===== src/hdl/fpFormatPkg.sv =====
package fpFormatPkg;

	// IEEE 754 binary16 field widths
	localparam int expWidth = 5;
	localparam int manWidth = 10;

	localparam int expBias = 15;                  // Exponent bias
	localparam int expMax = 31;                   // All-ones exponent, Inf or NaN

	// Canonical quiet NaN, sign clear and top mantissa bit set
	localparam logic [expWidth+manWidth:0] qNan = 16'h7E00;

	// Field view of one half-precision word
	typedef struct packed {
		logic sign;
		logic [expWidth-1:0] exp;                 // Biased exponent
		logic [manWidth-1:0] man;                 // Fraction without hidden bit
	} fp16FieldsT;

	// Sign and magnitude view, used for the ordering compare
	typedef struct packed {
		logic sign;
		logic [expWidth+manWidth-1:0] mag;        // Exponent and fraction as one number
	} fp16RawT;

	// The same 16 bits seen two ways
	// The magnitude orders like the value because the exponent sits above the fraction
	typedef union packed {
		fp16FieldsT fields;
		fp16RawT raw;
	} fp16WordT;

endpackage


===== src/hdl/fpPipePkg.sv =====
package fpPipePkg;

	// Guard, round and sticky bits below the mantissa
	localparam int guardBits = 3;

	// Hidden bit, fraction and guard bits
	localparam int sigWidth = fpFormatPkg::manWidth + 1 + guardBits;

	// Front stage output record
	typedef struct packed {
		fpFormatPkg::fp16WordT a;                 // Operands after the subnormal flush
		fpFormatPkg::fp16WordT b;
		logic [2*fpFormatPkg::expWidth-1:0] shiftDet; // B minus A high, A minus B low
		logic signA;                              // Result sign if A is larger
		logic signB;                              // Result sign if B is larger, opSub applied
		logic effSub;                             // Signs differ after the flip
		logic valid;
	} shiftDetT;

	// Alignment decision
	typedef struct packed {
		logic [fpFormatPkg::expWidth-1:0] cExp;   // Common exponent
		logic maxAB;                              // 1 when B is larger
		logic [fpFormatPkg::expWidth-1:0] shift;  // Right shift for the smaller mantissa
		logic [fpFormatPkg::manWidth-1:0] mMin;
		logic [fpFormatPkg::manWidth-1:0] mMax;
		logic sign;                               // Sign of the larger operand
		logic effSub;
	} alignT;

	// Special operand result
	typedef struct packed {
		logic isSpecial;                          // specialWord replaces the sum
		fpFormatPkg::fp16WordT specialWord;
		logic bothZero;
		logic zeroSign;                           // Sign for a zero plus zero
	} excT;

endpackage


===== src/hdl/fpAddSub.sv =====
`timescale 1ns/1ps

module fpAddSub (
	input logic clk,
	input logic rstN,
	input logic inValid,                          // Operand pair strobe
	input logic opSub,                            // 1 for a minus b
	input fpFormatPkg::fp16WordT a,
	input fpFormatPkg::fp16WordT b,
	output logic outValid,                        // Three cycles after inValid
	output fpFormatPkg::fp16WordT result
);
	import fpPipePkg::*;

	shiftDetT det;                                // Front stage register output
	alignT align;                                 // Combinational align result
	excT exc;                                     // Combinational special case result

	// Stage 1, operand capture and exponent differences
	fpShiftDetect fpShiftDetect_inst (
		.clk(clk),
		.rstN(rstN),
		.inValid(inValid),
		.opSub(opSub),
		.a(a),
		.b(b),
		.det(det)
	);

	// Align and exception decode work side by side on the same record
	fpAlignModule fpAlignModule_inst (
		.det(det),
		.align(align)
	);

	fpExceptionDetect fpExceptionDetect_inst (
		.det(det),
		.exc(exc)
	);

	// Stages 2 and 3, add, normalize and round
	fpNormRound fpNormRound_inst (
		.clk(clk),
		.rstN(rstN),
		.align(align),
		.exc(exc),
		.valid(det.valid),                        // Strobe rides with the record
		.outValid(outValid),
		.result(result)
	);
endmodule


===== src/hdl/fpAlignModule.sv =====
`timescale 1ns/1ps

module fpAlignModule (
	input fpPipePkg::shiftDetT det,
	output fpPipePkg::alignT align
);
	import fpFormatPkg::*;

	logic maxAB;                                  // B has the larger magnitude
	logic [expWidth-1:0] shiftA;                  // A larger, so B shifts by A minus B
	logic [expWidth-1:0] shiftB;

	// Raw view compares exponent and fraction in one step
	assign maxAB = det.a.raw.mag < det.b.raw.mag; // Ties keep A

	assign shiftA = det.shiftDet[expWidth-1:0];
	assign shiftB = det.shiftDet[2*expWidth-1:expWidth];

	always_comb begin
		align.maxAB = maxAB;
		// Exponent of the larger operand becomes the common one
		align.cExp = maxAB ? det.b.fields.exp : det.a.fields.exp;
		align.shift = maxAB ? shiftB : shiftA;    // Only the positive difference is used
		// Smaller mantissa, shifted later
		align.mMin = maxAB ? det.a.fields.man : det.b.fields.man;
		align.mMax = maxAB ? det.b.fields.man : det.a.fields.man;
		align.sign = maxAB ? det.signB : det.signA; // Result follows the larger operand
		align.effSub = det.effSub;
	end
endmodule


===== src/hdl/fpExceptionDetect.sv =====
`timescale 1ns/1ps

module fpExceptionDetect (
	input fpPipePkg::shiftDetT det,
	output fpPipePkg::excT exc
);
	import fpFormatPkg::*;

	logic aTop;                                   // Exponent all ones
	logic bTop;
	logic aNan;
	logic bNan;
	logic aInf;
	logic bInf;
	logic aZero;                                  // Includes flushed subnormals
	logic bZero;

	assign aTop = det.a.fields.exp == expWidth'(expMax);
	assign bTop = det.b.fields.exp == expWidth'(expMax);
	assign aNan = aTop && (det.a.fields.man != '0);
	assign bNan = bTop && (det.b.fields.man != '0);
	assign aInf = aTop && (det.a.fields.man == '0);
	assign bInf = bTop && (det.b.fields.man == '0);
	assign aZero = det.a.fields.exp == '0;        // Mantissa already cleared upstream
	assign bZero = det.b.fields.exp == '0;

	always_comb begin
		exc.isSpecial = 1'b0;
		exc.specialWord = '0;
		// Inf minus Inf has no value
		if (aNan || bNan || (aInf && bInf && det.effSub)) begin
			exc.isSpecial = 1'b1;
			exc.specialWord = qNan;               // Input payloads are dropped
		end else if (aInf || bInf) begin
			// Same sign infinities or a single one, the infinity passes
			exc.isSpecial = 1'b1;
			exc.specialWord.fields.sign = aInf ? det.signA : det.signB;
			exc.specialWord.fields.exp = expWidth'(expMax);
			exc.specialWord.fields.man = '0;
		end
		exc.bothZero = aZero && bZero;
		// Zero sum is negative only for -0 plus -0
		exc.zeroSign = det.signA && det.signB;
	end
endmodule


===== src/hdl/fpNormRound.sv =====
`timescale 1ns/1ps

module fpNormRound (
	input logic clk,
	input logic rstN,
	input fpPipePkg::alignT align,
	input fpPipePkg::excT exc,
	input logic valid,
	output logic outValid,
	output fpFormatPkg::fp16WordT result
);
	import fpFormatPkg::*;
	import fpPipePkg::*;

	typedef logic signed [expWidth+1:0] expST;    // Room for borrow and carry

	logic hidMax;                                 // Hidden bits
	logic hidMin;
	logic [sigWidth-1:0] sigMax;                  // Hidden, fraction, guard, round, sticky
	logic [sigWidth-1:0] sigMin;
	logic [sigWidth-1:0] sigMinSh;                // Smaller significand after alignment
	logic [sigWidth-1:0] lostMask;                // Bits pushed out by the shift
	logic [sigWidth:0] sumD;                      // Carry bit on top

	// First register
	logic validQ;
	logic [sigWidth:0] sumQ;
	logic [expWidth-1:0] cExpQ;
	logic signQ;
	excT excQ;

	// Second stage
	int lead;                                     // Position of the leading one
	logic [sigWidth-1:0] norm;
	expST expAdj;                                 // Exponent change from normalizing
	logic roundUp;
	logic [manWidth+1:0] rnd;                     // Rounded significand with carry out
	expST expUnb;                                 // Unbiased result exponent
	fp16WordT resD;

	assign hidMax = align.cExp != '0;             // Zero exponent only for zero after flush
	// The smaller exponent is cExp minus shift, so it is zero exactly here
	assign hidMin = align.cExp != align.shift;
	assign sigMax = {hidMax, align.mMax, guardBits'(0)};
	assign sigMin = {hidMin, align.mMin, guardBits'(0)};

	always_comb begin
		lostMask = '1;                            // Shift past the width, all is sticky
		sigMinSh = '0;
		if (align.shift < expWidth'(sigWidth)) begin
			lostMask = (sigWidth'(1) << align.shift) - sigWidth'(1);
			sigMinSh = sigMin >> align.shift;
		end
		sigMinSh[0] = sigMinSh[0] | (|(sigMin & lostMask)); // Sticky collect
		// Larger minus smaller never goes negative
		if (align.effSub) begin
			sumD = {1'b0, sigMax} - {1'b0, sigMinSh};
		end else begin
			sumD = {1'b0, sigMax} + {1'b0, sigMinSh};
		end
	end

	always_ff @(posedge clk or negedge rstN) begin
		if (!rstN) begin
			validQ <= 1'b0;
		end else begin
			validQ <= valid;
		end
	end

	always_ff @(posedge clk) begin
		sumQ <= sumD;
		cExpQ <= align.cExp;
		signQ <= align.sign;
		excQ <= exc;
	end

	always_comb begin
		lead = 0;
		for (int i = 0; i <= sigWidth; i++) begin
			if (sumQ[i]) begin
				lead = i;
			end
		end
		if (sumQ[sigWidth]) begin
			// Carry out of the add, one step right
			norm = sumQ[sigWidth:1];
			norm[0] = sumQ[1] | sumQ[0];          // Dropped bit joins sticky
			expAdj = expST'(1);
		end else begin
			// Cancellation, leading one moves up to the hidden position
			norm = sumQ[sigWidth-1:0] << (sigWidth - 1 - lead);
			expAdj = expST'(lead - (sigWidth - 1));
		end
		// Nearest even, ties go to an even LSB
		roundUp = norm[guardBits-1] & ((|norm[guardBits-2:0]) | norm[guardBits]);
		rnd = {1'b0, norm[sigWidth-1:guardBits]} + {{(manWidth+1){1'b0}}, roundUp};
		// Rounding carry bumps the exponent
		expUnb = expST'(cExpQ) - expST'(expBias) + expAdj + expST'(rnd[manWidth+1]);

		resD.fields.sign = signQ;
		resD.fields.exp = expWidth'(expUnb + expST'(expBias));
		resD.fields.man = rnd[manWidth+1] ? rnd[manWidth:1] : rnd[manWidth-1:0];
		if (excQ.isSpecial) begin
			resD = excQ.specialWord;              // NaN or infinity wins
		end else if ((sumQ == '0) || (expUnb < expST'(1 - expBias))) begin
			resD = '0;                            // Cancellation or underflow flush
			resD.fields.sign = excQ.bothZero & excQ.zeroSign;
		end else if (expUnb > expST'(expMax - 1 - expBias)) begin
			resD.fields.exp = expWidth'(expMax);  // Overflow to signed infinity
			resD.fields.man = '0;
		end
	end

	always_ff @(posedge clk or negedge rstN) begin
		if (!rstN) begin
			outValid <= 1'b0;
			result <= '0;
		end else begin
			outValid <= validQ;
			result <= resD;
		end
	end
endmodule


===== src/hdl/fpShiftDetect.sv =====
`timescale 1ns/1ps

module fpShiftDetect (
	input logic clk,
	input logic rstN,
	input logic inValid,                          // One operand pair this cycle
	input logic opSub,                            // Compute a minus b
	input fpFormatPkg::fp16WordT a,
	input fpFormatPkg::fp16WordT b,
	output fpPipePkg::shiftDetT det               // Registered front stage record
);
	import fpFormatPkg::*;
	import fpPipePkg::*;

	fp16WordT aFlush;                             // Operands with subnormals flushed
	fp16WordT bFlush;
	logic signB;                                  // Effective sign of b
	shiftDetT detD;                               // Record before the register
	shiftDetT detQ;
	logic validQ;

	// A zero exponent means zero or subnormal, both become signed zero
	always_comb begin
		aFlush = a;
		bFlush = b;
		if (a.fields.exp == '0) begin
			aFlush.fields.man = '0;
		end
		if (b.fields.exp == '0) begin
			bFlush.fields.man = '0;
		end
	end

	assign signB = b.fields.sign ^ opSub;         // Subtract is add with b negated

	always_comb begin
		detD.a = aFlush;
		detD.b = bFlush;
		// Both differences, the align block keeps the one for the larger operand
		detD.shiftDet[expWidth-1:0] = aFlush.fields.exp - bFlush.fields.exp;
		detD.shiftDet[2*expWidth-1:expWidth] = bFlush.fields.exp - aFlush.fields.exp;
		detD.signA = aFlush.fields.sign;
		detD.signB = signB;
		detD.effSub = aFlush.fields.sign ^ signB; // Magnitudes get subtracted
		detD.valid = inValid;
	end

	always_ff @(posedge clk or negedge rstN) begin
		if (!rstN) begin
			validQ <= 1'b0;
		end else begin
			validQ <= inValid;
		end
	end

	always_ff @(posedge clk) begin
		detQ <= detD;                             // Operand payload
	end

	always_comb begin
		det = detQ;
		det.valid = validQ;                       // Strobe from the reset flop
	end
endmodule


===== config.mk =====
export PLATFORM = sky130hd
export DESIGN_NAME = fpAddSub
export DESIGN_NICKNAME = d
export VERILOG_FILES = /design/src/hdl/fpFormatPkg.sv /design/src/hdl/fpPipePkg.sv /design/src/hdl/fpAddSub.sv /design/src/hdl/fpAlignModule.sv /design/src/hdl/fpExceptionDetect.sv /design/src/hdl/fpNormRound.sv /design/src/hdl/fpShiftDetect.sv
export SDC_FILE = /design/constraint.sdc
export NUM_CORES = 1
export LEC_CHECK = 0
export BUFFER_PORTS_ARGS = -buffer_cell sky130_fd_sc_hd__buf_4
export CAP_MARGIN = 20
export CORE_AREA = 2 2 114 198
export CTS_CLUSTER_DIAMETER = 60
export DETAILED_ROUTE_END_ITERATION = 8
export DIE_AREA = 0 0 116 200
export PLACE_DENSITY = 0.49
export RECOVER_POWER = 100
export SKIP_CTS_REPAIR_TIMING = 1
export SYNTH_ARGS = -nofsm -noshare
export SYNTH_HDL_FRONTEND = slang
export SYNTH_SLANG_ARGS = --single-unit

===== constraint.sdc =====
create_clock -name clk -period 6.35 [get_ports clk]
set_clock_uncertainty 0.1 [all_clocks]
set_input_delay 1.27 -clock clk [delete_from_list [all_inputs] [get_ports clk]]
set_output_delay 1.27 -clock clk [all_outputs]
set_load 0.05 [all_outputs]

==> reports/qor.yml <==
power.internal_mw: 2.22
power_frac_comb_pct: 69.7
dp_cells: 1259
start_util_pct: 34.6
grtUsageTotal_pct: 21.5
hold_class: "flop to flop"
port_buffers: 52
synthArstFlopShare_pct: 21.8
synth_seq_cells: 87
num_rows: 71
hpwl_um: 20000
first_pass_iters: 5
synth.largest_area_cell: "dfxtp_1"
clk_latency_ps: 360
layout.nets: 1078
syn_area_per_cell_sq_um: 8.03
yosys_warnings: 0
relSlewSlack_pct: 35.7
hp-start: "fpShiftDetect_inst.validQ$_DFF_PN0_"
wl_um: 24200
setup_violations: 0
grt_pass1_vias: 7115
h-tree-depth: 3
synth_nets: 1025
final_cells: 1275
crit_required_ps: 6500
die_area_sq_mm: 0.0232
cts_sinks: 87
outcome: "completed"
overflow: 0
arrival_ps: 6060
ant_nets: 0
post_route_cells_drive_above_1_share_pct: 11.3
antenna_found_initial: 0
yosys.area.top_type_share_pct: 18.3
pwr-share-seq_pct: 18.7
reg2reg_depth: 22
wl_per_cell_um: 19.0
gp_congestion: 0.962
die_h_um: 200
rsz0062_at_grt: "no"
drt_iter0_drc: 286
period_needed_ps: 5910
synthTopCellsByArea: "dfxtp_1 18%, ha_1 9.9%, dfrtp_1 6.4%, mux2i_1 5.1%, a21oi_1 4.4%"
finalSetupTns_ps: 0
clk_pin_slew_ps: 70
reg2reg_from: "fpShiftDetect_inst.det[24]$_DFF_P_"
timing.final.crit_share_pct: 93.1
hold_viol_final: 0
worstSetupEndpointType: "flop"
ys.flop_type: "dfxtp_1"
coreArea_sq_mm: 0.0215
r2r_slack_ps: 440
vias_per_cell: 5.50
cp_max_fo: 10
switching_share_pct: 51.2
critical_path_class: "flop to flop"
clk_path_buf_depth: 2
syn-cell-area_sq_mm: 0.00743
max_freq_ghz: 0.169
cp-endpoint: "fpNormRound_inst.sumQ[14]$_DFF_P_"
synth_edf_count: 0
start_kind: "flop"
grt_pass1_wl_um: 37900
drc: 0
power_density_mw_per_mm2: 542
synthCells: 925
p_sw_mw: 2.34
io_pins: 53
crit_path_start: "fpShiftDetect_inst.det[24]$_DFF_P_"
yosysUniqueCellTypes: 81
vias: 7017
num_antenna_cells: 0
nFillCells: 2349
irDropWorstVdd_mv: 0.212
leakagePower_nw: 3.66
worst_pin_slew_ps: 965
r2r-end: "fpNormRound_inst.sumQ[14]$_DFF_P_"
cap_viol_max_count: 0
area_delta_synth_final_pct: 13.2
grt_max_degree: 38
numCtsBuffers: 9
clockPowerShare_pct: 11.6
ys_seq_area_share_pct: 24.7
report.final.slew_viol_count: 0
die_w_um: 116
tritoncts: "yes"
cts_root_buffer: "clkbuf_16"
area by class of cell:
cell class	instances	area (sq um)	area share, %
Clock buffer	10	239	2.84
Clock inverter	6	57.6	0.685
Inverter	72	270	3.21
Multi-Input combinational cell	724	5120	61.0
Sequential cell	87	1840	21.8
Tap cell	292	365	4.35
Timing Repair Buffer	84	514	6.12
power by group through the flow:
stage	clock [mW]	sequential (mW)	combinational [mW]
6_report	0.529	0.855	3.18
3_3_place_gp	0	0.865	3.25
4_1_cts	0.547	0.854	3.24
3_5_place_dp	0	0.867	3.22
5_1_grt	0.573	0.873	3.48
2_1_floorplan	0	0.891	2.19
flip-flops by register name (all words and copies together), names as in the netlist:
register and flops:
fpNormRound_inst.result 16, fpShiftDetect_inst.det 42, fpNormRound_inst.signQ 1, fpNormRound_inst.validQ 1
fpNormRound_inst.excQ 5, fpShiftDetect_inst.validQ 1, fpNormRound_inst.outValid 1, fpNormRound_inst.cExpQ 5
fpNormRound_inst.sumQ 15
synth_stat cells, types with 6 or more instances:
cell type,count
and2_1,7
o21ai_0,61
a21oi_1,65
xor2_1,15
or2_2,7
buf_2,7
ha_1,59
nor2_1,71
o22ai_1,6
mux2_2,13
a311o_1,6
a211oi_1,9
nand2b_1,7
nor3_1,18
dfrtp_1,19
o211ai_1,11
nor4_1,7
mux2i_1,38
clkbuf_1,24
o31ai_1,9
nand4_1,11
inv_1,68
xnor2_1,32
nand3_1,22
dfxtp_1,68
nand2_1,84
nor2b_1,29
o21bai_1,10
or3_1,7
a31oi_1,10
a21o_1,13
worst min path at each step:
| stage | to | slack, ps | depth (start not counted) |
|---|---|---|---|
| after detailed placement | fpNormRound_inst.validQ$_DFF_PN0_ | 240 | 0 |
| final | fpNormRound_inst.validQ$_DFF_PN0_ | 250 | 0 |
| after global placement | fpNormRound_inst.outValid$_DFF_PN0_ | 240 | 0 |
| after floorplan | fpNormRound_inst.outValid$_DFF_PN0_ | 230 | 0 |
| after CTS | fpNormRound_inst.validQ$_DFF_PN0_ | 250 | 0 |
| after global routing | fpNormRound_inst.outValid$_DFF_PN0_ | 260 | 0 |
routing by layer:
layer  part of all wire (%)  global-route usage (%)  routed length (um)  up-vias
met1                     33                    18.8                8010     3343
li1                       -                       -                   -     3423
met5                      0                       0                   0        -
met2                     57                    43.1               13800      166
met3                    2.6                    2.81                 632       85
met4                    7.3                    15.7                1760        0
kinds of logic (layout without fill, tap and decap cells):
| group | Yosys count | count (layout) | synth area share (%) |
|---|---|---|---|
| compound gates | 264 | 264 | 24.2 |
| flops | 87 | 87 | 24.7 |
| xor+xnor | 47 | 47 | 5.54 |
| simple gates | 293 | 293 | 19.6 |
| fa+ha+maj | 65 | 65 | 11.4 |
| mux | 55 | 55 | 8.18 |
| buf+inv | 114 | 172 | 6.30 |
cells in the final DEF, fill, tap and decap left out, types with 6 or more instances in the layout:
| cell type | n |
|---|---|
| nand2_1 | 84 |
| nor2_1 | 71 |
| inv_1 | 68 |
| dfxtp_1 | 68 |
| a21oi_1 | 66 |
| o21ai_0 | 61 |
| ha_1 | 59 |
| buf_4 | 51 |
| mux2i_1 | 39 |
| xnor2_1 | 32 |
| clkbuf_1 | 31 |
| nor2b_1 | 29 |
| nand3_1 | 22 |
| dfrtp_1 | 19 |
| nor3_1 | 18 |
| xor2_1 | 15 |
| a21o_1 | 13 |
| nand4_1 | 11 |
| o211ai_1 | 11 |
| mux2_2 | 11 |
| a31oi_1 | 10 |
| o21bai_1 | 10 |
| o31ai_1 | 9 |
| a211oi_1 | 9 |
| clkbuf_16 | 9 |
| or2_2 | 7 |
| nand2b_1 | 7 |
| nor4_1 | 7 |
| or3_1 | 7 |
| a311o_1 | 6 |
| o22ai_1 | 6 |
worst max-delay path, cell delays in order (launching register included):
cell,delay (ps)
dfxtp_1,430
inv_1,140
ha_1,330
and2_0,180
a221o_1,290
a21oi_1,410
o21a_1,550
clkbuf_1,360
mux2_1,340
nand2_1,110
a211oi_1,270
o21ai_0,150
ha_1,460
inv_1,60
a21oi_1,170
o21bai_1,120
a21oi_1,200
o21bai_1,120
a221o_1,340
a21oi_1,210
o21bai_1,110
a211oi_1,220
o21ai_0,100
stage by stage:
| stage | hold slack [ps] | util (%) | area, sq um | setup slack, ps | power, mW |
|---|---|---|---|---|---|
| floorplan | 231 | - | 7430 | 836 | 3.08 |
| global placement | 237 | 38.3 | 8240 | 634 | 4.11 |
| detailed placement | 236 | 38.3 | 8240 | 547 | 4.09 |
| CTS | 251 | 39.7 | 8530 | 525 | 4.64 |
| global route | 264 | 39.1 | 8410 | 41.5 | 4.92 |
| finish | 248 | 39.1 | 8410 | 441 | 4.56 |
Power figures use the tool's default switching activity.
